**src/scalar_macros.svh**
```systemverilog
// ---------------------------------------------------------------------------
// Scalar core parameters
// ---------------------------------------------------------------------------

`ifndef SCALAR_MACROS_SVH
`define SCALAR_MACROS_SVH

// Instruction word is opcode, D, A, B from the top bit down
`define SC_WORD_WIDTH           16
`define SC_OPCODE_WIDTH         4
`define SC_OPERAND_WIDTH        7
`define SC_D_OPERAND_WIDTH      8
`define SC_INSTR_WIDTH          26

// Data memories and the I/O window at the top of each
`define SC_MEM_DEPTH            128
`define SC_IO_BASE_ADDR         126
`define SC_IO_PORT_COUNT        2

// Threads, one per pipeline stage
`define SC_THREAD_COUNT         4
`define SC_THREAD_WIDTH         2
`define SC_THREAD_WINDOW        32
`define SC_PC_WIDTH             6
`define SC_IMEM_DEPTH           64
`define SC_THREAD_PROGRAM_SIZE  16

`endif

```
**src/instr_memory.sv**
```systemverilog
// ---------------------------------------------------------------------------
// Instruction memory
// ---------------------------------------------------------------------------

`include "scalar_macros.svh"

module instr_memory (
    input  logic                       clock,
    input  logic                       prog_wren,
    input  logic [`SC_PC_WIDTH-1:0]    prog_addr,
    input  logic [`SC_INSTR_WIDTH-1:0] prog_data,
    input  logic [`SC_PC_WIDTH-1:0]    pc,
    output logic [`SC_INSTR_WIDTH-1:0] instr
);

    logic [`SC_INSTR_WIDTH-1:0] mem [`SC_IMEM_DEPTH];

    // Program load port
    always_ff @(posedge clock) begin
        if (prog_wren) begin
            mem[prog_addr] <= prog_data;
        end
    end

    // Fetch, one cycle of latency
    always_ff @(posedge clock) begin
        instr <= mem[pc];
    end

endmodule

```
**config.mk**
```make
export PLATFORM = sky130hd
export DESIGN_NAME = instr_memory
export DESIGN_NICKNAME = d
export VERILOG_FILES = /design/src/instr_memory.sv
export VERILOG_INCLUDE_DIRS = /design/src /design/src/src
export SDC_FILE = /design/constraint.sdc
export NUM_CORES = 1
export LEC_CHECK = 0
export BUFFER_PORTS_ARGS = -buffer_cell sky130_fd_sc_hd__buf_2
export CAP_MARGIN = 20
export CORE_ASPECT_RATIO = 0.6
export CORE_MARGIN = 2
export CORE_UTILIZATION = 50
export DETAILED_ROUTE_END_ITERATION = 10
export PLACE_DENSITY = 0.65
export SLEW_MARGIN = 20
export SYNTH_ARGS = -nofsm -noshare
export SYNTH_HDL_FRONTEND = slang
export SYNTH_SLANG_ARGS = --single-unit
```
**constraint.sdc**
```tcl
create_clock -name clock -period 4.5 [get_ports clock]
set_clock_uncertainty 0.05 [all_clocks]
set_input_delay 0.45 -clock clock [delete_from_list [all_inputs] [get_ports clock]]
set_output_delay 0.45 -clock clock [all_outputs]
set_load 0.02 [all_outputs]
```
; ---- Word level (Yosys, flattened, before mapping)
; Memories as Yosys holds them, arrays and structs flattened. A register that Yosys moved wholly into a read port is not among the register bits.
; Index checks and enable logic that the tools add are counted.
; Widths: inputs -> output; s select.
[word_totals]
ram_bits = 1664
input_bits = 40
n_memories = 1
ff_bits = 0
[mem_list]
columns = memory, words, word_bits, read_ports, rd_ports_with_merged_regs, wr, line_no
row1 = mem, 64, 26, 1, 1, 1, instr_memory.sv:16  ; logic [`SC_INSTR_WIDTH-1:0] mem [`SC_IMEM_DEPTH];
[classes]
mux = 2
[op_table]
columns = cell, n
row1 = $mux 1, 2

; ---- Logic depth before layout (Yosys ltp)
[depth]
depth_word = 2
ltp_mapped = 10
depth_no_buf = 5

; ---- Worst setup path after synthesis
; Ideal clock, no wire load.
[synth_timing]
kind = in2reg
from = in prog_addr[3]
to = mem mem[48][0] (netlist name) (enable)
n_path_buf = 1
required_time_ps = 4008
cell_stages = 4
path_slack_ps = 1262
t_arrival_ps = 2746
cell_sequence = clkbuf_1 nor2b_1 nand4b_1 nor3_1
[synth_rtl]
columns = item, line_no
row1 = from (decl), instr_memory.sv:10  ; input logic [`SC_PC_WIDTH-1:0] prog_addr,
row2 = to (decl), instr_memory.sv:16
; Straight into the memory's write port.

==> results by group <==
Clock tree
  • Clk_lat worst skew: between 0.7 and 0.8 ns
  • Cts repair resizes: 0
  • Root buffer cell: clkbuf_16
  • Hold Buf Count CTS: 0
  • Sink Count: between 1500 and 2000
  • H-tree depth: 4
  • Clock-pin slew on the worst setup and hold paths: roughly 0.070 ns
  • Clock buffer depth: 3
  • CTS tree: done
  • TritonCTS Buffers: 144
  • Post-CTS Setup Inserts: 0

Logic synthesis
  • Largest cells by area after synthesis: edfxtp_1, mux4_2, mux2i_1
  • Synth top area share: between 70% and 80%
  • Register area share after synthesis: 78.7%
  • Synth warn: 0
  • Post-synthesis net count: roughly 2900
  • Flops & latches, synth: 1690
  • Average size of a mapped cell: between 20 and 25 um2
  • Cell count after synthesis: 2841
  • Yosys cell types: 32
  • Synth Cell Area: 0.0642 mm2
  • Area leader, netlist: edfxtp_1

Power
  • Internal power: roughly 25 mW
  • Comb pwr share: roughly 5.3%
  • Clock share of power: 38.9%
  • Max VDD drop: slightly above 0.4 mV
  • Switching Share: 21.5%
  • Pwr Density: roughly 430 mW/mm2
  • Register share of total power: approximately 56%
  • Total power: 31.4 mW
  • P_leak: about 23 nW
  • Sw Pwr: approximately 6.7 mW

Critical path
  • CP max stage cell: a31oi_1
  • CP Class: primary input to flip-flop
  • Crit. path cell count: 8
  • Top fanout value on the critical path: 54
  • Bufs and invs on worst path: 3
  • Critical Path End Type: flip-flop
  • Crit-path max cell delay: between 0.5 and 0.6 ns
  • Req. time, crit path: a little over 5 ns
  • Crit path max-delay family: buffers and inverters
  • R2r setup slk: around 2.2 ns
  • Critical Path AT: 3.39 ns
  • Setup crit start kind: primary input
  • Worst-path cell chain: buf_8 > buf_12 > buf_12 > mux2i_1 > a22oi_1 > a31oi_1 > o21ai_0 > and3_1
  • Reg2reg path depth: 4
  • CP most frequent cell: buf_12

Finish
  • Commonest non-fill, non-tap cell in the layout: edfxtp_1
  • Final non-filler cell total: 4865
  • P&R area growth vs syn: 12.5%
  • Fraction of layout cells with a size suffix above 1: 27.3%
  • Filler cell count: 9129
  • Area of the multi-input gates: between 0.01 and 0.015 mm2
  • Commonest cells after routing, fill and taps aside: edfxtp_1, mux4_2, mux2i_1, clkbuf_16, buf_4
  • Final net count: about 3000
  • Register area: roughly 0.050 mm2

Timing
  • Final-report max-slew violation count: 0
  • TNS Setup: 0 ns
  • Max Fclk: approximately 360 MHz
  • Number of hold violations in the final report: 0
  • RSZ-0062 raised after global routing: no
  • Setup Viol. Count Final: 0
  • Minimum hold slack: 0.173 ns
  • Post-layout min period: 2.78 ns
  • Post-route setup slack: between 1.5 and 2 ns
  • Max_slew headroom: a little under a fifth
  • Worst Tran Pin Value: ~1.2 ns
  • Final worst path period share: 61.7%

Route
  • TritonRoute pass-1 iters: 8
  • DRC viols: 0
  • Detail Route Antenna Nets: 0
  • Vias per std cell: between 6 and 7
  • Routed Wire Length: approximately 160 mm
  • Vias: about 31000
  • Wire per inst: between 30 and 40 um
  • 1st-iter DRT viols: ~4500

Floorplanning
  • I/O pins: 66
  • Initial Util: between 50% and 60%
  • Die height: 282 um
  • Die W: roughly 470 um
  • Row count: roughly 100
  • Area of the core: between 0.1 and 0.15 mm2
  • Die area: between 0.1 and 0.15 mm2

Worst hold path
  • Min-delay worst type: primary input to flip-flop
  • Hold Path Cell Cnt: 1

Placed design
  • Port Buffers: 65
  • DP Worst Slack: 0.934 ns
  • Placed insts: roughly 4600
  • Gpl congestion: between 0.8 and 0.9
  • Final HPWL DP: between 90 and 100 mm

GRT
  • Global route total overflow: 0
  • Total Routing Usage GR: between 20 and 30%
  • Largest net degree at the start of global routing: 65
  • First-pass GRT wire length: about 230 mm
  • Vias in the first global route: approximately 31000
  • Initial antenna violation count: 17

Run
  • # Max-Cap Violations: 0

Status
  • Run status: complete, no violations
final cells by class:
| cell class | instances | share of cell area, % |
|---|---|---|
| flip-flops and latches | 1690 | 69.9 |
| clock inverters | 76 | 0.958 |
| well taps | 1699 | 2.94 |
| repair buffers | 220 | 2.67 |
| diodes | 10 | 0.0347 |
| clock buffers | 182 | 5.33 |
| multi-input cells | 988 | 18.1 |
flip-flops by register name (all words and copies together), names as in the netlist:
signal  flops
instr      26
mem      1664
stage by stage:
stage | utilization [%] | instance area (um2)
final | 56.9 | 72200
after global routing | 56.9 | 72200
after CTS | 56.7 | 72000
after detailed placement | 53.2 | 67500
after global placement | 53.1 | 67400
after floorplan | - | 64200
power by group through the flow:
stage,Combinational (mW),Clock [mW],Sequential [mW]
2_1_floorplan,0.847,0,17.8
3_3_place_gp,1.62,0,17.8
3_5_place_dp,1.66,0,17.8
4_1_cts,1.67,12.4,17.5
5_1_grt,1.76,12.9,17.5
6_report,1.67,12.2,17.5
path summary, 6_finish.rpt:
kind / from / end
worst min-delay path: prog_data[5] / mem[40][5]$_DFFE_PP_
worst max register to register: mem[7][19]$_DFFE_PP_ / instr[19]$_DFF_P_
worst max-delay path: pc[0] / instr[14]$_DFF_P_
worst min register to register: mem[62][25]$_DFFE_PP_ / instr[25]$_DFF_P_
metal layers:
metal  track usage, %  routed length (um)
met5                0                  44
met4             5.81                3110
met3             5.49               17000
met2             37.0               73400
met1             39.2               70300
kinds of logic after synthesis:
group | Yosys count | synth area share, %
buf+inv | 163 | 1.38
mux | 588 | 16.2
simple gates | 142 | 1.03
flops | 1690 | 78.7
compound gates | 258 | 2.70
cells in the mapped netlist:
library cell,instances
edfxtp_1,1664
mux4_2,362
mux2i_1,226
nor2_1,87
a22oi_1,84
clkbuf_1,63
o22ai_1,58
buf_2,57
a31oi_1,42
o21ai_0,32
dfxtp_1,26
buf_4,19
a21o_1,16
and3_1,16
o31ai_1,16
buf_6,11
a211oi_1,10
buf_1,8
nand2_1,6
nand3_1,6
nor2b_1,6
nand3b_1,5
buf_8,4
nand2b_1,4
or3b_2,3
and2_1,2
nand4_1,2
nor3_1,2
clkbuf_4,1
nand4b_1,1
or2_2,1
or3_1,1
worst register-to-register path, delay by kind of cell, from the launching register on:
kind,cells,cell delay (ns)
AO/OA/AOI/OAI,1,0.54
flip-flops,1,0.36
multiplexers,2,0.93
AND/OR/NAND/NOR,1,0.35
(Power assumes the default switching activity.)
