<file path="src/scalar_macros.svh">
// ---------------------------------------------------------------------------
// Scalar core parameters
// ---------------------------------------------------------------------------

`ifndef SCALAR_MACROS_SVH
`define SCALAR_MACROS_SVH

// Instruction word is opcode, D, A, B from the top bit down
`define SC_WORD_WIDTH           16
`define SC_OPCODE_WIDTH         4
`define SC_OPERAND_WIDTH        7
`define SC_D_OPERAND_WIDTH      8
`define SC_INSTR_WIDTH          26

// Data memories and the I/O window at the top of each
`define SC_MEM_DEPTH            128
`define SC_IO_BASE_ADDR         126
`define SC_IO_PORT_COUNT        2

// Threads, one per pipeline stage
`define SC_THREAD_COUNT         4
`define SC_THREAD_WIDTH         2
`define SC_THREAD_WINDOW        32
`define SC_PC_WIDTH             6
`define SC_IMEM_DEPTH           64
`define SC_THREAD_PROGRAM_SIZE  16

`endif

</file>
<file path="src/thread_scheduler.sv">
// ---------------------------------------------------------------------------
// Thread counter and program counters
// ---------------------------------------------------------------------------

`include "scalar_macros.svh"

module thread_scheduler (
    input  logic                        clock,
    input  logic                        rst_n,
    input  logic                        cancel,
    output logic [`SC_THREAD_WIDTH-1:0] thread,
    output logic [`SC_PC_WIDTH-1:0]     pc
);

    localparam int TW = `SC_THREAD_WIDTH;
    localparam int PW = `SC_PC_WIDTH;
    localparam int OW = PW - TW;

    logic [TW-1:0] thread_q;
    logic [TW-1:0] thread_next;
    logic [TW-1:0] exec_thread;
    // Fill flags for the stages between fetch and the cancel decision
    logic [1:0]    primed;
    logic [PW-1:0] pcs [`SC_THREAD_COUNT];

    assign thread_next = thread_q + 1'b1;
    // Thread whose instruction is deciding cancel this cycle
    assign exec_thread = thread_q - TW'(2);
    assign thread      = thread_q;
    assign pc          = pcs[thread_q];

    always_ff @(posedge clock) begin
        if (!rst_n) begin
            thread_q <= '0;
            primed   <= '0;
            for (int t = 0; t < `SC_THREAD_COUNT; t++) begin
                pcs[t] <= PW'(t * `SC_THREAD_PROGRAM_SIZE);
            end
        end else begin
            thread_q <= thread_next;
            primed   <= {primed[0], 1'b1};
            // Wrap inside the thread's own program region
            if (primed[1] && !cancel) begin
                pcs[exec_thread] <= {pcs[exec_thread][PW-1:OW],
                                     pcs[exec_thread][OW-1:0] + 1'b1};
            end
        end
    end

    thread_round_robin: assert property (@(posedge clock) disable iff (!rst_n)
        1'b1 |=> thread_q == TW'(($past(thread_q) + 1) % `SC_THREAD_COUNT));

endmodule

</file>
<file path="config.mk">
export PLATFORM = sky130hd
export DESIGN_NAME = thread_scheduler
export DESIGN_NICKNAME = d
export VERILOG_FILES = /design/src/thread_scheduler.sv
export VERILOG_INCLUDE_DIRS = /design/src /design/src/src
export SDC_FILE = /design/constraint.sdc
export NUM_CORES = 1
export LEC_CHECK = 0
export BUFFER_PORTS_ARGS = -buffer_cell sky130_fd_sc_hd__buf_4
export CAP_MARGIN = 20
export CORE_MARGIN = 2
export CORE_UTILIZATION = 58
export CTS_BUF_LIST = sky130_fd_sc_hd__clkbuf_16
export DETAILED_ROUTE_END_ITERATION = 16
export PLACE_DENSITY = 0.77
export SETUP_SLACK_MARGIN = 0.05
export SYNTH_ARGS = -nofsm -noshare
export SYNTH_HDL_FRONTEND = slang
export SYNTH_SLANG_ARGS = --single-unit
</file>
<file path="constraint.sdc">
create_clock -name clock -period 2.27 [get_ports clock]
set_clock_uncertainty 0.1 [all_clocks]
set_input_delay 0.3405 -clock clock [delete_from_list [all_inputs] [get_ports clock]]
set_output_delay 0.3405 -clock clock [all_outputs]
set_load 0.005 [all_outputs]
</file>
Word-level counts from Yosys, hierarchy flattened
Memory sizes are Yosys's and may differ from the RTL's. A register that Yosys moved wholly into a read port is not among the register bits.
Index checks and enable logic that the tools add are counted.

storage, ports and cells
  register bits after elaboration = 4
  bits in latches = 0
  memory bits (writable) = 24
  memory bits (read-only) = 0
  input port bits = 3
  output and inout bits = 8
  logic and storage cells = 19
  memories kept = 1

cells by class
  add/subtract/negate cells = 3
  multiply operators = 0
  div/mod/pow operators = 0
  order comparisons = 0
  equal/unequal tests = 0
  shifts and indexed selects = 0
  mux-type cells = 9
  bitwise logic cells = 0
  reductions and logical operators = 3

memories
  memory  depth  width  rd ports  clocked after Yosys merged registers in  wr ports  RTL line                source
  pcs     4      6      2         1                                        4         thread_scheduler.sv:24  logic [PW-1:0] pcs [`SC_THREAD_COUNT];

operators with widths
  cell                                                           count
  1-bit 2-to-1 mux                                               6
  6-bit 2-to-1 mux                                               1
  6-bit OR reduction                                             1
  4-bit by 1-bit adder with 4-bit output, second input constant  1
  2-bit 2-to-1 mux                                               2
  2-bit by 1-bit adder with 2-bit output, second input constant  1
  2-bit subtractor, second input constant                        1
  1-bit logical AND                                              1
  1-bit zero test                                                1

Depth between registers and ports, before layout
Gate-level depths: netlist (run 1).

  word-level depth = 7
  mapped depth = 5
  mapped depth without buffers = 4

Least setup slack after synthesis (run 1)
OpenSTA, ideal clock, no wires.

  path kind = register -> register
  start = register thread_q[0] (netlist: thread[0])
  end = memory pcs[0][2] (netlist name) (data pin)
  arrival = 1.682 ns
  setup slack = 0.224 ns
  stages on the path, launching flop included = 6
  buffers on the path = 1
  clock period less this slack = 2.046 ns
  cell sequence = dfxtp_1 buf_6 mux4_2 ha_1 xnor2_1 nor2_1

RTL lines
  element                 RTL line                source
  from (decl)             thread_scheduler.sv:19  logic [TW-1:0] thread_q;
  from (signal assigned)  thread_scheduler.sv:40  thread_q <= thread_next;
  to (decl)               thread_scheduler.sv:24

==> results of run 1 <==
==> logic make-up (layout without fill, tap and decap cells) <==
logic type,count (synthesis),in the layout,synth area share (%)
AO/OA/AOI/OAI,1,1,1.49
multiplexers,12,12,21.1
AND/OR/NAND/NOR,39,39,16.6
buffers and inverters,7,22,2.55
XOR/XNOR,2,2,1.23
flip-flops,28,28,56.2
adder cells (fa/ha/maj),1,1,0.878
==> metrics by stage <==
step | setup WS (ns) | cell area (µm²) | power, mW | util, % | cells
global route | 0.113 | 1640 | 1.18 | 71.9 | 133
CTS | 0.0543 | 1630 | 1.16 | 71.8 | 133
finish | 0.184 | 1640 | 1.15 | 71.9 | 133
detailed placement | 0.186 | 1550 | 0.768 | 68.2 | 129
global placement | 0.237 | 1550 | 0.762 | 68.2 | 129
floorplan | 0.224 | 1430 | 0.712 | - | 90
==> Yosys cell counts (2+ instances only) <==
cell      number
nand3b_1       2
nand2_1        4
edfxtp_1      24
dfxtp_1        4
mux4_2         4
buf_2          2
and4b_1        2
mux4_1         8
nor2_1        13
and2_1         3
nor3_2         4
inv_1          2
nand2b_1       3
==> worst max path at each step <==
stage              start         to
3_3_place_gp   thread[0]  pcs[0][3]
2_1_floorplan  thread[0]  pcs[0][2]
5_1_grt        thread[0]      pc[1]
4_1_cts        thread[0]      pc[1]
3_5_place_dp   thread[0]  pcs[3][2]
6_report       thread[0]      pc[1]
==> sequential cells by signal, summed over array words and instances, names as in the netlist <==
register	count
thread	2
pcs	24
primed	2
==> worst reg2reg max path: stages, from the launching register on <==
cell and delay (ns):
dfxtp_1 0.59, mux4_2 0.47, ha_1 0.23, xnor2_1 0.31
nor2_1 0.10
==> power breakdown <==
part	leakage [nW]	internal, mW	total (mW)	switching, mW
registers	0.268	0.580	0.602	0.0216
logic	0.302	0.0806	0.159	0.0788
clock network	0.0385	0.236	0.388	0.152
total	0.609	0.896	1.15	0.253
==> repair_timing <==
| item | in CTS | in global routing |
|---|---|---|
| buffers inserted | 0 | 0 |
| cloned | 0 | 0 |
| resized for setup | 1 | 1 |
| setup endpoints to repair | 3 | 7 |
==> routing by layer <==
metal / GRT usage [%] / vias up / part of all wire, %
met3: 3.33 / 8 / 4.4
met2: 36.6 / 27 / 52
met5: 0 / - / 0
met4: 13.2 / 0 / 2.7
met1: 33.6 / 453 / 41
li1: - / 387 / -
==> placed cells by master (no fill, tap or decap), drive strengths merged, types with 2 or more instances in the layout <==
master	netlist	routed
edfxtp	24	24
buf	4	16
nor2	13	13
mux4	12	12
nor3	5	5
nand2	4	4
dfxtp	4	4
nand2b	3	3
and2	3	3
clkbuf	1	3
nand3b	2	2
inv	2	2
and4b	2	2
==> cell type report <==
class                           count  area, µm²  share of cell area (%)
Inverter                            2       7.51                   0.459
Clock inverter                      1       3.75                   0.230
Multi-Input combinational cell     55        588                    36.0
Timing Repair Buffer               16        124                    7.57
Tap cell                           28       35.0                    2.14
Sequential cell                    28        802                    49.0
Clock buffer                        3       75.1                    4.59
==> results_tabular.tex, run 1 <==
\begin{tabular}{lr}
\hline
Metric & Value \\
\hline
\multicolumn{2}{l}{\textbf{Setup path}} \\
\quad Internal reg-to-reg setup slack & between 0.2 and 0.25 ns \\
\quad Endpoint arrival time on the critical path & around 1.7 ns \\
\quad Max incr delay on CP & 0.59 ns \\
\quad FF-to-FF Start & thread[1] \\
\quad Total number of cells along the worst setup path & 3 \\
\quad Endpoint type of the worst setup path & primary output \\
\quad Critical path's top delay family & multiplexers \\
\quad Worst reg2reg path depth & 4 \\
\quad Worst path slowest cell & mux4\_1 \\
\quad Critical path fanouts, max & 17 \\
\quad Required time of the critical path & 1.83 ns \\
\quad Worst flop-to-flop path endpoint & pcs[3][2] \\
\quad Startpoint types & flop \\
\quad Worst path buffer plus inverter count & 2 \\
\quad Critical path start-end classification & reg -> out \\
\quad Cells along the critical path & buf\_6 > mux4\_1 > buf\_4 \\
\multicolumn{2}{l}{\textbf{Synth}} \\
\quad Share of synthesized flip-flops with an asynchronous set or reset & 0\% \\
\quad Library cell occupying the most area in the post-synthesis netlist & edfxtp\_1 \\
\quad Synthesized instance count & 90 \\
\quad Top-area cell type share of the netlist area & 50.6\% \\
\quad Netlist area before placement & 0.00143 mm² \\
\quad Number of synthesis warnings & 0 \\
\quad Fraction of the yosys area taken by sequential cells & 56.2\% \\
\quad Top cells by area, synth & edfxtp\_1, mux4\_1, mux4\_2, dfxtp\_1, nor2\_1 \\
\quad Post-synth EDFFs & 24 \\
\quad Distinct cell type count of the synthesized netlist & 28 \\
\quad Number of storage elements in the synthesis netlist & 28 \\
\quad Average size of a mapped cell & between 15 and 20 µm² \\
\quad Most used flip-flop cell after synthesis & edfxtp\_1 \\
\quad Synthesized net count & 94 \\
\multicolumn{2}{l}{\textbf{Detailed routing}} \\
\quad \# DRC & 0 \\
\quad Antenna viol nets, final & 0 \\
\quad Total number of vias & 875 \\
\quad Via-to-Cell Ratio & roughly 6.6 \\
\quad Routed length per instance & 21.6 µm \\
\quad First-pass DRT Iterations & 4 \\
\quad Drt total wl & 2870 µm \\
\quad DRC marker count from the first detailed-route iteration & 28 \\
\multicolumn{2}{l}{\textbf{GRT}} \\
\quad Wire length of the first global-routing pass & around 4500 µm \\
\quad Number of antenna violations at the first check in global routing & 0 \\
\quad Total track usage & 24.0\% \\
\quad Vias in the first global route & between 800 and 900 \\
\quad Largest net degree at the start of global routing & 18 \\
\quad Residual overflow from global routing & 0 \\
\multicolumn{2}{l}{\textbf{Timing}} \\
\quad Total Negative Setup Slacks & 0 ns \\
\quad Count of pins over their slew limit & 0 \\
\quad Worst hold slack & 0.153 ns \\
\quad Number of failing hold endpoints at the final stage & 0 \\
\quad Setup repair after global routing missed its margin & false \\
\quad Transition time of the tightest slew-check pin & 0.440 ns \\
\quad Setup Viol. Count Final & 0 \\
\quad Final worst-path cycle share & between 90\% and 100\% \\
\quad Max Freq & between 0.4 and 0.5 GHz \\
\quad Minimum clock period & 2.09 ns \\
\quad Worst relative slew slack & a little over two thirds \\
\multicolumn{2}{l}{\textbf{Placed design}} \\
\quad Routability Congestion & 0.821 \\
\quad \# port buffers & 10 \\
\quad Sum of net half-perimeters after detailed placement & 1970 µm \\
\multicolumn{2}{l}{\textbf{Worst hold path}} \\
\quad Capture endpoint of the worst hold path & primed[0] \\
\quad Worst Hold Path Cells & 1 \\
\quad Hold crit path type & in -> reg \\
\quad Startpoint of the lowest-slack hold path & rst\_n \\
\multicolumn{2}{l}{\textbf{Power}} \\
\quad Static leakage & 0.609 nW \\
\quad Power density of the placed cells & $\sim$700 mW/mm² \\
\quad Worst ir drop on vdd & 0.000671 V \\
\multicolumn{2}{l}{\textbf{Floorplan}} \\
\quad Area inside the core boundary & 0.00228 mm² \\
\quad DIE HEIGHT & 53.6 µm \\
\quad Starting density of the core & 62.6\% \\
\quad Overall die area & 0.00287 mm² \\
\quad I/O pin count & 11 \\
\quad Die boundary width & 53.6 µm \\
\quad Std cell rows & 17 \\
\multicolumn{2}{l}{\textbf{CTS}} \\
\quad Clock buffers created by TritonCTS & 3 \\
\quad Level count of the clock H-tree & 1 \\
\quad Number of hold buffers added after CTS & 0 \\
\quad Clk pin slew, worst setup/hold paths & 0.06 ns \\
\quad Root Buffer Master & clkbuf\_16 \\
\quad Largest buffer count on any clock path & 2 \\
\quad Clk sinks & 28 \\
\quad TritonCTS clock tree & yes \\
\quad Source-to-sink clock delay at the later pin of the worst-skew pair & 0.26 ns \\
\multicolumn{2}{l}{\textbf{Final layout}} \\
\quad Number of nets in the finished design & 110 \\
\quad Number of diodes & 0 \\
\quad Number of filler instances in the final layout & approximately 150 \\
\quad Layout cell share with drive strength beyond 1 & 29.5\% \\
\quad Area added between synthesis and finish & 14.7\% \\
\multicolumn{2}{l}{\textbf{Run}} \\
\quad Max-cap violations & 0 \\
\multicolumn{2}{l}{\textbf{Outcome}} \\
\quad Result of the run & finished, final reports clean \\
\hline
\end{tabular}
Note: power is estimated with default switching activity, not from simulation.
==> run 2: changes to the inputs <==
REMOVE_ABC_BUFFERS = 1   (was default)
==> results_tabular.tex, run 2 (same netlist as run 1, synthesis figures left out) <==
\begin{tabular}{lr}
\hline
Metric & Value \\
\hline
\multicolumn{2}{l}{\textbf{GRT}} \\
\quad Met1 track demand over resource in global routing & 30.4\% (was 33.6\%) \\
\quad Largest net degree at the start of global routing & 16 (was 18) \\
\quad Number of antenna violations at the first check in global routing & 0 (unchanged) \\
\quad Wire length of the first global-routing pass & 4110 µm (was 4550 µm) \\
\quad Met2 GRT Util & 32.9\% (was 36.6\%) \\
\quad Residual overflow from global routing & 0 (unchanged) \\
\quad Vias in the first global route & 819 (was 882) \\
\quad Total track usage & 21.4\% (was 24.0\%) \\
\quad Layer with the highest usage & met2 (unchanged) \\
\quad Met3 usage & 2.50\% (was 3.33\%) \\
\multicolumn{2}{l}{\textbf{Final layout}} \\
\quad Number of nets in the finished design & 112 (was 110) \\
\quad Area added between synthesis and finish & 15.5\% (was 14.7\%) \\
\quad Max FFs per register & 24 (unchanged) \\
\quad Number of diodes & 0 (unchanged) \\
\quad Largest reg by FF count & pcs (unchanged) \\
\quad Final core utilization & 72.3\% (was 71.9\%) \\
\quad Layout cell share with drive strength beyond 1 & 30.8\% (was 29.5\%) \\
\quad Cell Count, Final, Fillers Out & 135 (was 133) \\
\quad Highest-count cells in the layout ignoring fill and taps & edfxtp\_1, buf\_4, nor2\_1 (unchanged) \\
\quad Most common library cell in the layout ignoring fill and taps & edfxtp\_1 (unchanged) \\
\multicolumn{2}{l}{\textbf{CTS}} \\
\quad Level count of the clock H-tree & 1 (unchanged) \\
\quad Clk sinks & 28 (unchanged) \\
\quad Clk pin slew, worst setup/hold paths & 0.06 ns (about the same) \\
\quad Largest buffer count on any clock path & 2 (unchanged) \\
\quad Root Buffer Master & clkbuf\_16 (unchanged) \\
\quad TritonCTS clock tree & yes (unchanged) \\
\quad Number of hold buffers added after CTS & 0 (unchanged) \\
\quad Clock buffers created by TritonCTS & 3 (unchanged) \\
\quad Setup fix buffers added after clock tree synthesis & 0 (unchanged) \\
\quad Source-to-sink clock delay at the later pin of the worst-skew pair & 0.26 ns (about the same) \\
\multicolumn{2}{l}{\textbf{Worst hold path}} \\
\quad Hold crit path type & in -> reg (unchanged) \\
\multicolumn{2}{l}{\textbf{Timing}} \\
\quad Minimum clock period & 2.06 ns (was 2.09 ns) \\
\quad Count of pins over their slew limit & 0 (unchanged) \\
\quad Final worst-path cycle share & 90.9\% (was 91.9\%) \\
\quad Transition time of the tightest slew-check pin & 0.397 ns (was 0.440 ns) \\
\quad Max Freq & 0.485 GHz (was 0.479 GHz) \\
\quad Number of failing hold endpoints at the final stage & 0 (unchanged) \\
\quad Setup Viol. Count Final & 0 (unchanged) \\
\quad Worst hold slack & 0.152 ns (was 0.153 ns) \\
\quad Worst relative slew slack & 73.5\% (was 70.6\%) \\
\quad Setup repair after global routing missed its margin & false (unchanged) \\
\multicolumn{2}{l}{\textbf{Power}} \\
\quad Switching portion of total power & 21.9\% (was 22.0\%) \\
\quad Seq pwr share & 51.8\% (was 52.4\%) \\
\quad Post-route total power & 1.15 mW (about the same) \\
\quad Combinational power share & 14.3\% (was 13.9\%) \\
\quad Worst ir drop on vdd & 0.000638 V (was 0.000671 V) \\
\quad Static leakage & 0.619 nW (was 0.609 nW) \\
\quad Power density of the placed cells & 700 mW/mm² (was 703 mW/mm²) \\
\quad Total net switching power & 0.253 mW (about the same) \\
\quad Part of the power in the clock network & 33.9\% (was 33.8\%) \\
\quad Cell internal pwr & 0.900 mW (was 0.896 mW) \\
\multicolumn{2}{l}{\textbf{Detailed routing}} \\
\quad Routed length per instance & 18.9 µm (was 21.6 µm) \\
\quad \# DRC & 0 (unchanged) \\
\quad First-pass DRT Iterations & 4 (unchanged) \\
\quad Antenna viol nets, final & 0 (unchanged) \\
\quad Via-to-Cell Ratio & 6.39 (was 6.58) \\
\quad DRC marker count from the first detailed-route iteration & 13 (was 28) \\
\quad Total number of vias & 862 (was 875) \\
\quad Drt total wl & 2560 µm (was 2870 µm) \\
\multicolumn{2}{l}{\textbf{Floorplan}} \\
\quad I/O pin count & 11 (unchanged) \\
\quad DIE HEIGHT & 53.6 µm (unchanged) \\
\quad Die boundary width & 53.6 µm (unchanged) \\
\quad Area inside the core boundary & 0.00228 mm² (unchanged) \\
\quad Std cell rows & 17 (unchanged) \\
\quad Starting density of the core & 62.6\% (unchanged) \\
\quad Overall die area & 0.00287 mm² (unchanged) \\
\multicolumn{2}{l}{\textbf{Setup path}} \\
\quad Critical path fanouts, max & 11 (was 17) \\
\quad Critical path start-end classification & reg -> out (unchanged) \\
\quad Endpoint type of the worst setup path & primary output (unchanged) \\
\quad Endpoint arrival time on the critical path & 1.62 ns (was 1.65 ns) \\
\quad Required time of the critical path & 1.83 ns (about the same) \\
\quad Startpoint types & flop (unchanged) \\
\multicolumn{2}{l}{\textbf{Placed design}} \\
\quad \# port buffers & 10 (unchanged) \\
\quad Routability Congestion & 0.772 (was 0.821) \\
\quad Sum of net half-perimeters after detailed placement & 1760 µm (was 1970 µm) \\
\quad \# placed instances & 131 (was 129) \\
\multicolumn{2}{l}{\textbf{Outcome}} \\
\quad Result of the run & finished, final reports clean (unchanged) \\
\multicolumn{2}{l}{\textbf{Run}} \\
\quad Max-cap violations & 0 (unchanged) \\
\hline
\end{tabular}
==> run 2: cell count changes in the layout (fill, tap and decap cells not counted), sizes merged <==
| cell | delta |
|---|---|
| buf | +2 |
==> run 2: power groups by stage <==
stage               combinational (mW)  clock, mW  sequential [mW]
CTS                              0.165      0.394            0.598
detailed placement               0.163          0            0.608
global route                     0.179      0.406            0.601
global placement                 0.162          0            0.607
finish                           0.165      0.391            0.598
floorplan                       0.0924          0            0.612
==> run 2: area by class of cell <==
cell class | instances | area, µm²
fillers | 154 | 629
inverters | 2 | 7.51
clock inverters | 1 | 3.75
well taps | 28 | 35.0
flip-flops and latches | 28 | 802
clock buffers | 3 | 75.1
multi-input cells | 55 | 588
repair buffers | 18 | 135
==> run 2: path summary, 6_finish.rpt <==
check | cells after the start | slack [ns] | start | endpoint
worst max-delay path | 3 | 0.21 | thread[0] | pc[1]
worst min-delay path | 1 | 0.15 | rst_n | primed[0]
worst max register to register | 4 | 0.29 | thread[1] | pcs[2][2]
worst min register to register | 1 | 0.35 | primed[0] | primed[1]
==> run 2: metal layers <==
metal,up-vias,part of all wire [%]
li1,389,-
met1,437,45
met2,30,48
met3,6,3.6
met4,0,2.5
met5,-,0
==> run 2: critical path, stage by stage, from the launching register on <==
cell and delay (ns):
dfxtp_2 0.41, buf_4 0.22, mux4_1 0.58, buf_4 0.16
==> run 2: what timing repair did <==
item	in CTS	in global routing
resized for setup	0	1
endpoints found under the setup margin	0	1
endpoints found under the hold margin	0	0
==> run 2: metrics by stage <==
| step | instance area [µm²] | setup slack (ns) | TNS [ns] |
|---|---|---|---|
| after floorplan | 1400 | -0.101 | -0.386 |
| after global placement | 1570 | 0.268 | 0 |
| after detailed placement | 1570 | 0.215 | 0 |
| after CTS | 1650 | 0.0805 | 0 |
| after global routing | 1650 | 0.132 | 0 |
| final | 1650 | 0.207 | 0 |
