`src/scalar_macros.svh`:
```
// ---------------------------------------------------------------------------
// Scalar core parameters
// ---------------------------------------------------------------------------

`ifndef SCALAR_MACROS_SVH
`define SCALAR_MACROS_SVH

// Instruction word is opcode, D, A, B from the top bit down
`define SC_WORD_WIDTH           16
`define SC_OPCODE_WIDTH         4
`define SC_OPERAND_WIDTH        7
`define SC_D_OPERAND_WIDTH      8
`define SC_INSTR_WIDTH          26

// Data memories and the I/O window at the top of each
`define SC_MEM_DEPTH            128
`define SC_IO_BASE_ADDR         126
`define SC_IO_PORT_COUNT        2

// Threads, one per pipeline stage
`define SC_THREAD_COUNT         4
`define SC_THREAD_WIDTH         2
`define SC_THREAD_WINDOW        32
`define SC_PC_WIDTH             6
`define SC_IMEM_DEPTH           64
`define SC_THREAD_PROGRAM_SIZE  16

`endif

```
`src/scalar_pkg.sv`:
```
// ---------------------------------------------------------------------------
// Scalar core types
// ---------------------------------------------------------------------------

`include "scalar_macros.svh"

package scalar_pkg;

    typedef logic [`SC_WORD_WIDTH-1:0]    word_t;
    typedef logic [`SC_OPERAND_WIDTH-1:0] addr_t;

    // One bit per I/O port of a side
    typedef logic [`SC_IO_PORT_COUNT-1:0] io_sel_t;

    typedef enum logic [`SC_OPCODE_WIDTH-1:0] {
        NOP    = 4'd0,
        ADD    = 4'd1,
        SUB    = 4'd2,
        AND    = 4'd3,
        OR     = 4'd4,
        XOR    = 4'd5,
        PASS_A = 4'd6
    } opcode_e;

    // Opcodes outside this set behave as NOP and write nothing
    function automatic logic is_alu_op(input opcode_e op);
        return op inside {ADD, SUB, AND, OR, XOR, PASS_A};
    endfunction

endpackage

```
`src/issue_if.sv`:
```
// ---------------------------------------------------------------------------
// Translated instruction bus
// ---------------------------------------------------------------------------

interface issue_if;

    scalar_pkg::opcode_e opcode;
    scalar_pkg::addr_t   a_addr;
    logic                a_io;
    scalar_pkg::addr_t   b_addr;
    logic                b_io;
    scalar_pkg::addr_t   d_addr;
    logic                d_side;
    logic                d_io;

    modport translator (output opcode, a_addr, a_io, b_addr, b_io, d_addr, d_side, d_io);
    modport datapath   (input  opcode, a_addr, a_io, b_addr, b_io, d_addr, d_side, d_io);

endinterface

```
`src/address_translator.sv`:
```
// ---------------------------------------------------------------------------
// Operand decode and address translation
// ---------------------------------------------------------------------------

`include "scalar_macros.svh"

module address_translator (
    input  logic                        clock,
    input  logic                        rst_n,
    input  logic [`SC_INSTR_WIDTH-1:0]  instr,
    input  logic [`SC_THREAD_WIDTH-1:0] thread,
    issue_if.translator                 issue
);

    localparam int AW  = `SC_OPERAND_WIDTH;
    localparam int DW  = `SC_D_OPERAND_WIDTH;
    localparam int OPW = `SC_OPCODE_WIDTH;

    scalar_pkg::opcode_e          opcode;
    logic [DW-1:0]                d_raw;
    scalar_pkg::addr_t            a_raw;
    scalar_pkg::addr_t            b_raw;
    logic [`SC_THREAD_WIDTH-1:0]  thread_d;
    logic [AW-1:0]                offset;
    // Low while the instruction register still holds a word read during reset
    logic                         fetch_valid;

    function automatic logic is_io(input scalar_pkg::addr_t addr);
        return addr >= AW'(`SC_IO_BASE_ADDR);
    endfunction

    // I/O addresses bypass the thread offset
    function automatic scalar_pkg::addr_t translate(input scalar_pkg::addr_t addr,
                                                    input logic [AW-1:0] ofs);
        return is_io(addr) ? addr : addr + ofs;
    endfunction

    assign opcode                = scalar_pkg::opcode_e'(instr[`SC_INSTR_WIDTH-1 -: OPW]);
    assign {d_raw, a_raw, b_raw} = instr[DW+2*AW-1:0];
    assign offset                = AW'(thread_d * `SC_THREAD_WINDOW);

    always_ff @(posedge clock) begin
        if (!rst_n) begin
            thread_d     <= '0;
            fetch_valid  <= 1'b0;
            issue.opcode <= scalar_pkg::NOP;
            issue.a_io   <= 1'b0;
            issue.b_io   <= 1'b0;
            issue.d_io   <= 1'b0;
        end else begin
            thread_d     <= thread;
            fetch_valid  <= 1'b1;
            issue.opcode <= fetch_valid ? opcode : scalar_pkg::NOP;
            issue.a_io   <= fetch_valid && is_io(a_raw);
            issue.b_io   <= fetch_valid && is_io(b_raw);
            issue.d_io   <= fetch_valid && is_io(d_raw[AW-1:0])
                            && scalar_pkg::is_alu_op(opcode);
        end
    end

    always_ff @(posedge clock) begin
        issue.a_addr <= translate(a_raw, offset);
        issue.b_addr <= translate(b_raw, offset);
        issue.d_addr <= translate(d_raw[AW-1:0], offset);
        issue.d_side <= d_raw[DW-1];
    end

endmodule

```
`src/flat_wrapper.sv`:
```
// flat-port wrapper written by rule: the top's interface ports become plain ports
module address_translator_flat 
  (clock, rst_n, instr, thread, issue_opcode, issue_a_addr, issue_a_io, issue_b_addr, issue_b_io, issue_d_addr, issue_d_side, issue_d_io);
  issue_if issue_i ();
  input  logic clock;
  input  logic rst_n;
  input  logic [`SC_INSTR_WIDTH-1:0] instr;
  input  logic [`SC_THREAD_WIDTH-1:0] thread;
  output wire logic [$bits(issue_i.opcode)-1:0] issue_opcode;
  output wire logic [$bits(issue_i.a_addr)-1:0] issue_a_addr;
  output wire logic [$bits(issue_i.a_io)-1:0] issue_a_io;
  output wire logic [$bits(issue_i.b_addr)-1:0] issue_b_addr;
  output wire logic [$bits(issue_i.b_io)-1:0] issue_b_io;
  output wire logic [$bits(issue_i.d_addr)-1:0] issue_d_addr;
  output wire logic [$bits(issue_i.d_side)-1:0] issue_d_side;
  output wire logic [$bits(issue_i.d_io)-1:0] issue_d_io;
  assign issue_opcode = issue_i.opcode;
  assign issue_a_addr = issue_i.a_addr;
  assign issue_a_io = issue_i.a_io;
  assign issue_b_addr = issue_i.b_addr;
  assign issue_b_io = issue_i.b_io;
  assign issue_d_addr = issue_i.d_addr;
  assign issue_d_side = issue_i.d_side;
  assign issue_d_io = issue_i.d_io;
  address_translator u_core (.clock(clock), .rst_n(rst_n), .instr(instr), .thread(thread), .issue(issue_i));
endmodule
```
`config.mk`:
```
export PLATFORM = sky130hd
export DESIGN_NAME = address_translator_flat
export DESIGN_NICKNAME = d
export VERILOG_FILES = /design/src/scalar_pkg.sv /design/src/issue_if.sv /design/src/address_translator.sv /design/src/flat_wrapper.sv
export VERILOG_INCLUDE_DIRS = /design/src /design/src/src
export SDC_FILE = /design/constraint.sdc
export NUM_CORES = 1
export LEC_CHECK = 0
export ABC_AREA = 1
export BUFFER_PORTS_ARGS = -buffer_cell sky130_fd_sc_hd__buf_2
export CORE_UTILIZATION = 41
export CTS_CLUSTER_DIAMETER = 60
export DETAILED_ROUTE_END_ITERATION = 7
export PLACE_DENSITY_LB_ADDON = 0.15
export SLEW_MARGIN = 20
export SYNTH_ARGS = -nofsm -noshare
export SYNTH_HDL_FRONTEND = slang
export SYNTH_SLANG_ARGS = --single-unit
```
`constraint.sdc`:
```
create_clock -name clock -period 1 [get_ports clock]
set_input_delay 0.3 -clock clock [delete_from_list [all_inputs] [get_ports clock]]
set_output_delay 0.3 -clock clock [all_outputs]
set_load 0.02 [all_outputs]
```
=== After elaboration in Yosys (flattened, before gate mapping) ===
Cells that the tools add are included.

* Flip-flop bits (word level): 32
* Word-level logic and storage cells: 32
* Output and inout bits: 29
* Input bits: 30

* Add/subtract/negate cells: 3
* Reduce and logical (&&, ||, !) cells: 6
* Eq/ne operators: 6
* $lt $le $gt $ge: 3
* Multiplexer cells: 4

{| class="wikitable"
|+ Operators with widths
! cell !! count
|-
| adder 7 bit || 3
|-
| greater-or-equal comparator 7 bit, second input constant || 3
|-
| two-way mux 7 bit || 3
|-
| equality test 4 x 3 -> 1 bit, second input constant || 3
|-
| equality test 4 x 2 -> 1 bit, second input constant || 2
|-
| nonzero test 6 bit || 1
|-
| equality test 4 x 1 -> 1 bit, second input constant || 1
|-
| logical AND 1 bit || 4
|-
| AND reduction 2 bit || 1
|-
| two-way mux 1 bit || 1
|}

=== Logic depth before layout (Yosys ltp) ===
Gate-level depths: netlist of run 1.

* Depth in word-level cells: 3
* Depth in mapped cells: 5
* Gate-level depth less buffers: 5

=== Worst setup path before layout of run 1 ===
OpenSTA, ideal clock, no wires.

* Kind: reg-to-reg
* From: register u_core.thread_d[1]
* To: register u_core.issue.d_addr[6]
* Cell stages (with the launch flop): 6
* Data required time: 0.879 ns
* Path buffers: 0
* Path slack: 0.227 ns
* Clock period less this slack: 0.773 ns
* Library setup time: 0.121 ns
* Arrival time: 0.652 ns
* Cell sequence: dfxtp_1 inv_2 nand2_2 nand2_1 nand2_1 nand3_1

* Cells in the longest elaborated chain, start to end: 2

{| class="wikitable"
|+ RTL lines
! element !! line !! RTL
|-
| start: declaration || address_translator.sv:23 || <nowiki>logic [`SC_THREAD_WIDTH-1:0] thread_d;</nowiki>
|-
| start signal: assignment || address_translator.sv:51 || <nowiki>thread_d <= thread;</nowiki>
|-
| adder 7 bit || address_translator.sv:35 || <nowiki>return is_io(addr) ? addr : addr + ofs;</nowiki>
|-
| two-way mux 7 bit || address_translator.sv:35 ||
|-
| end signal: assignment || address_translator.sv:64 || <nowiki>issue.d_addr <= translate(d_raw[AW-1:0], offset);</nowiki>
|-
| end: declaration || issue_if.sv:16 || <nowiki>modport translator (output opcode, a_addr, a_io, b_addr, b_io, d_addr, d_side, d_io);</nowiki>
|}

Every way passes these cells.
A chain may end at the register's enable or synchronous reset.

=== Worst setup path after layout of run 1 ===
* From: register u_core.issue.b_io
* To: output issue_b_io

{| class="wikitable"
|+ RTL lines
! element !! line !! RTL
|-
| start: declaration || issue_if.sv:16 ||
|-
| start signal: assignment || address_translator.sv:55 || <nowiki>issue.b_io <= fetch_valid && is_io(b_raw);</nowiki>
|-
| end: declaration || flat_wrapper.sv:13 || <nowiki>output wire logic [$bits(issue_i.b_io)-1:0] issue_b_io;</nowiki>
|}

No word-level cell between the ends.

==> results.py, run 1 <==
metrics = {
    "sta": {
        "tightest_slew_ns": 0.263,
        "slew_violations": 0,
        "clock_skew_ns": 0.00842,
        "max_slew_margin_pct": 82.4,
        "tns_ns": -1.74,
        "hold_violations": 0,
        "fin_ws_ns": -0.0717,
        "setup_viol": 29,
        "min_period_ns": 1.07,
        "clock.fmax_mhz": 933,
        "period_share_pct": 107,
        "rsz0062_at_grt": "true",
    },
    "clock_network": {
        "cts_buffers": 5,
        "h-tree-depth": 2,
        "clkTransAtPathRegs_ns": 0.09,
        "cts_tree": "built",
        "clk_latency_ns": 0.32,
        "clock-root-buffer": "clkbuf_4",
        "clock-sinks": 32,
        "clockBufferDepth": 2,
    },
    "logic_synthesis": {
        "synthAdderAreaFrac_pct": 3.90,
        "ys.warnings.count": 0,
        "avgSynthCellArea_um2": 9.09,
        "synth_top_family_by_area": "simple AND/OR/NAND/NOR gates",
        "synthSimpleGateAreaFrac_pct": 22.2,
        "synth_xor_area_share_pct": 0,
        "seq_area_frac_synth_pct": 66.5,
        "syn-num-nets": 139,
        "syn-cell-area_um2": 963,
        "synth_cell_type_count": 8,
        "synth_seq_cells": 32,
        "synthCells": 106,
        "synth_mux_area_share_pct": 0,
        "synth_compound_area_share_pct": 0,
    },
    "setup_path": {
        "slowest_delay_ns": 0.33,
        "startpoint": "u_core.issue.b_io",
        "crit_path_end": "issue_b_io",
        "arrival_ns": 0.77,
        "cp_cell_sequence": "buf_6",
        "end_kind": "output port",
        "worstPathMaxFanout": 1,
        "r2r-start": "u_core.thread_d[1]",
        "cp_slowest_cell": "dfxtp_2",
        "critical_path.top_delay_family": "flip-flops",
        "reg2reg_slack_ns": 0.07,
        "crit_buf_inv": 1,
        "ff2ff_path_depth": 5,
        "worst_ep_required_time_ns": 0.70,
        "cp_num_cells": 1,
        "reg2reg_to": "u_core.issue.d_addr[6]",
        "worstSetupPathType": "register to output port",
        "start_kind": "register",
    },
    "finish": {
        "multi_input_area_um2": 251,
        "num_antenna_cells": 0,
        "final_nets": 204,
        "final_cells": 200,
        "fin_util_pct": 70.8,
        "post-route-cell-area_um2": 1570,
        "drive_above_1_share_pct": 55.8,
        "area_growth_pct": 62.5,
        "ff_latch_area_um2": 677,
        "nFillCells": 175,
    },
    "detailed_routing": {
        "initialDrtViolationCount": 16,
        "wire_per_inst_um": 10.3,
        "ant_nets": 0,
        "totalWireLength_um": 2050,
        "drtPass1Iterations": 3,
        "route.detailed.drc": 0,
        "viasPerCell": 4.36,
        "vias": 872,
    },
    "place": {
        "gp_congestion": 0.672,
        "dpl-instance-area_um2": 1290,
        "dp_cells": 192,
        "io_buffers": 58,
        "dp_hpwl_um": 1470,
    },
    "power_and_ir_drop": {
        "vdd_ir_drop_max_uv": 1140,
        "p_leak_uw": 0.000828,
        "p_per_area_nw_per_um2": 1610,
    },
    "die": {
        "start_util_pct": 43.6,
        "row_count": 17,
        "die-area_um2": 2550,
        "die_width_um": 50.5,
        "die_y_um": 50.5,
        "coreArea_um2": 2210,
        "io_pins": 59,
    },
    "global_routing": {
        "grt_max_degree": 10,
        "antenna_found_initial": 0,
        "gr-total-overflow": 0,
        "grt_pass1_vias": 832,
        "grt_pass1_wl_um": 3310,
        "grt.total_usage_pct": 18.7,
    },
    "run_status": {
        "status": "complete, but fails checks",
        "violations": "setup timing",
    },
    "run": {
        "cap_violations": 0,
    },
    "hold_path": {
        "hp-class": "input pin to register",
    },
}
## logic make-up after synthesis
logic type | after synthesis
and+or+nand+nor | 52
adders and majority gates | 3
buffers and inverters | 19
DFF | 32
## what timing repair did
action,CTS,global route
setup buffers,0,0
pin swaps,0,0
cloned,0,0
resized for setup,86,1
endpoints found under the setup margin,29,29
hold buffers,0,0
## routing by layer
metal  global-route usage, %  vias to the layer above  part of all wire, %
li1                        -                      446                    -
met1                    16.8                      382                   36
met2                    34.2                       36                   55
met3                    6.67                        8                  6.9
met4                    13.0                        0                  2.5
met5                       0                        -                    0
## cells in the mapped netlist, drive strengths merged
cell,count,share of area (%)
dfxtp,32,66
inv,19,7.4
nand3,11,5.7
ha,3,3.9
nand2,30,12
nor2,11,4.3
## where the power goes
group          internal, µW  switching, µW
Combinational           198            193
Sequential             1360           37.1
Clock                   347            381
## state kept, by name, summed over array words and instances (netlist names)
register / cells
u_core.issue.b_io: 1
u_core.issue.a_addr: 7
u_core.issue.b_addr: 7
u_core.issue.d_addr: 7
u_core.issue.a_io: 1
u_core.issue.opcode: 4
u_core.thread_d: 2
u_core.issue.d_io: 1
u_core.issue.d_side: 1
u_core.fetch_valid: 1
## worst min-delay path by stage
stage              start                      to  depth (start not counted)
2_1_floorplan      rst_n      u_core.fetch_valid                          0
6_report       instr[21]     u_core.issue.d_side                          1
4_1_cts        instr[21]     u_core.issue.d_side                          1
3_5_place_dp   instr[21]     u_core.issue.d_side                          1
5_1_grt         instr[7]  u_core.issue.a_addr[0]                          1
3_3_place_gp   instr[21]     u_core.issue.d_side                          1
## cells in the final DEF, fill, tap and decap left out, drive strengths merged
master,Yosys,routed
dfxtp,32,32
ha,3,3
inv,19,19
nand2,30,30
buf,0,58
nor2,11,11
nand3,11,11
clkbuf,0,8
## through the flow
stage	setup WS (ns)	hold WS [ns]	power, µW
after floorplan	0.227	0.328	1560
after global placement	0.0734	0.405	1700
after global routing	-0.109	0.0568	2650
after CTS	-0.0858	0.0678	2540
final	-0.0717	0.0816	2520
after detailed placement	0.0694	0.408	1710
## final cells by class
class,count,share of cell area (%)
clock buffers,8,3.76
inverters,19,4.56
multi-input cells,55,16.1
flip-flops and latches,32,43.2
well taps,28,2.24
repair buffers,58,30.1
No activity file was read; power rests on OpenSTA's default activity.
==> run 2: changes to the inputs <==
==> constraint.sdc (replaced) <==
create_clock -name clock -period 1 [get_ports clock]
set_input_delay 0.15 -clock clock [delete_from_list [all_inputs] [get_ports clock]]
set_output_delay 0.15 -clock clock [all_outputs]
set_load 0.02 [all_outputs]
==> results.py, run 2 (synthesis results as in run 1) <==
metrics = {
    "global_routing": {
        "grt_pass1_vias": 835,
        "grt_pass1_wl_um": 3260,
        "grt.total_usage_pct": 18.4,
        "antenna_found_initial": 0,
        "grtUsageMet2_pct": 32.9,
        "grtUsageMet1_pct": 16.8,
        "grt_busiest_layer": "met2",
        "gr-total-overflow": 0,
        "grtUsageMet3_pct": 8.18,
        "grt_max_degree": 11,
    },
    "detailed_routing": {
        "viasPerCell": 4.16,
        "route.detailed.drc": 0,
        "wire_per_inst_um": 9.79,
        "initialDrtViolationCount": 8,
        "ant_nets": 0,
        "totalWireLength_um": 2140,
        "vias": 910,
        "drtPass1Iterations": 4,
    },
    "setup_path": {
        "start_kind": "register",
        "worstPathMaxFanout": 1,
        "crit_buf_inv": 1,
        "end_kind": "output port",
        "ff2ff_path_depth": 4,
        "reg2reg_slack_ns": 0.13,
        "startpoint": "u_core.issue.a_addr[3]",
        "slowest_delay_ns": 0.32,
        "cp_cell_sequence": "buf_2",
        "cp_slowest_cell": "dfxtp_1",
        "cp_num_cells": 1,
        "arrival_ns": 0.81,
        "crit_path_end": "issue_a_addr[3]",
        "critical_path.top_delay_family": "flip-flops",
        "worst_ep_required_time_ns": 0.85,
        "reg2reg_to": "u_core.issue.a_addr[6]",
        "worstSetupPathType": "register to output port",
        "r2r-start": "u_core.thread_d[0]",
    },
    "clock_network": {
        "clkTransAtPathRegs_ns": 0.10,
        "post_cts_buffers": 0,
        "h-tree-depth": 2,
        "clock-sinks": 32,
        "cts_tree": "built",
        "cts_buffers": 5,
        "clock-root-buffer": "clkbuf_4",
        "clk_latency_ns": 0.33,
        "clockBufferDepth": 2,
    },
    "finish": {
        "final_common_cell": "buf_2",
        "fin_util_pct": 70.4,
        "reg_top3": "u_core.issue.a_addr (7), u_core.issue.b_addr (7), u_core.issue.d_addr (7)",
        "final_cells": 219,
        "post-route-cell-area_um2": 1560,
        "ff_latch_area_um2": 641,
        "multi_input_area_um2": 256,
        "area_growth_pct": 61.7,
        "num_antenna_cells": 0,
        "final_nets": 223,
        "final_cell_mix": "53 x buf_2, 32 x dfxtp_1, 28 x nand2_1",
        "drive_above_1_share_pct": 36.1,
        "nFillCells": 177,
    },
    "die": {
        "coreArea_um2": 2210,
        "row_count": 17,
        "start_util_pct": 43.6,
        "die_width_um": 50.5,
        "die-area_um2": 2550,
        "die_y_um": 50.5,
        "io_pins": 59,
    },
    "sta": {
        "tightest_slew_ns": 0.196,
        "setup_viol": 0,
        "min_period_ns": 0.958,
        "clock_skew_ns": 0.00699,
        "slew_violations": 0,
        "hold_violations": 0,
        "max_slew_margin_pct": 86.9,
        "period_share_pct": 95.8,
        "clock.fmax_mhz": 1040,
        "rsz0062_at_grt": "false",
        "tns_ns": 0,
    },
    "place": {
        "dp_cells": 192,
        "gp_congestion": 0.673,
        "dp_hpwl_um": 1510,
        "io_buffers": 58,
        "dpl-instance-area_um2": 1290,
    },
    "run_status": {
        "status": "complete, no violations",
    },
    "run": {
        "cap_violations": 0,
    },
    "power_and_ir_drop": {
        "p_per_area_nw_per_um2": 1600,
        "power_uw": 2490,
        "p_leak_uw": 0.000866,
        "vdd_ir_drop_max_uv": 1060,
    },
    "hold_path": {
        "hp-class": "input pin to register",
    },
}
run 2: cell types whose count changed in the layout (fill, tap and decap cells not counted), moves of 5 or more:
cell	before	now
dlygate4sd3_1	0	19
buf_2	29	53
buf_4	0	5
dfxtp_1	3	32
dfxtp_2	29	0
buf_6	29	0
run 2: how the worst min path moves through the flow:
stage          startpoint                      to  slack, ns  cells past startpoint
3_3_place_gp     instr[0]  u_core.issue.b_addr[0]       0.26                      1
5_1_grt         instr[25]  u_core.issue.opcode[3]       0.07                      3
2_1_floorplan       rst_n      u_core.fetch_valid       0.18                      0
6_report        instr[25]  u_core.issue.opcode[3]       0.05                      3
3_5_place_dp    instr[21]     u_core.issue.d_side       0.26                      1
4_1_cts         instr[25]  u_core.issue.opcode[3]       0.03                      3
run 2: through the flow:
step                      hold slack, ns  setup slack [ns]
after CTS                         0.0342          0.000982
after detailed placement           0.259             0.143
final                             0.0519            0.0416
after global routing              0.0655         0.0000849
after floorplan                    0.178             0.227
after global placement             0.255             0.180
run 2: final cells by class:
cell class	count	share of cell area, %
inverter	19	4.58
sequential	32	41.1
tap	28	2.25
timing repair buffer	77	31.6
multi-input combinational	55	16.5
clock inverter	2	0.643
clock buffer	6	3.29
run 2: metal layers:
| layer | wire length, µm | vias up | share of wire [%] |
|---|---|---|---|
| met5 | 0 | - | 0 |
| met4 | 45 | 0 | 2.1 |
| met3 | 160 | 6 | 7.5 |
| met2 | 1100 | 38 | 51 |
| met1 | 839 | 383 | 39 |
| li1 | - | 483 | - |
run 2: what timing repair did:
item,CTS,global route
resized for setup,0,6
hold endpoints to repair,19,0
endpoints found under the setup margin,0,6
hold buffers,19,0
run 2: worst register-to-register path, cell delays in order, from the launching register on:
cell     delay, ns
dfxtp_1       0.38
ha_1          0.19
inv_1         0.04
nand3_1       0.07
nand3_1       0.08
run 2: report_power, final:
part | switching (µW) | total (µW) | internal (µW)
clock network | 405 | 739 | 334
logic | 201 | 379 | 178
registers | 22.8 | 1370 | 1350
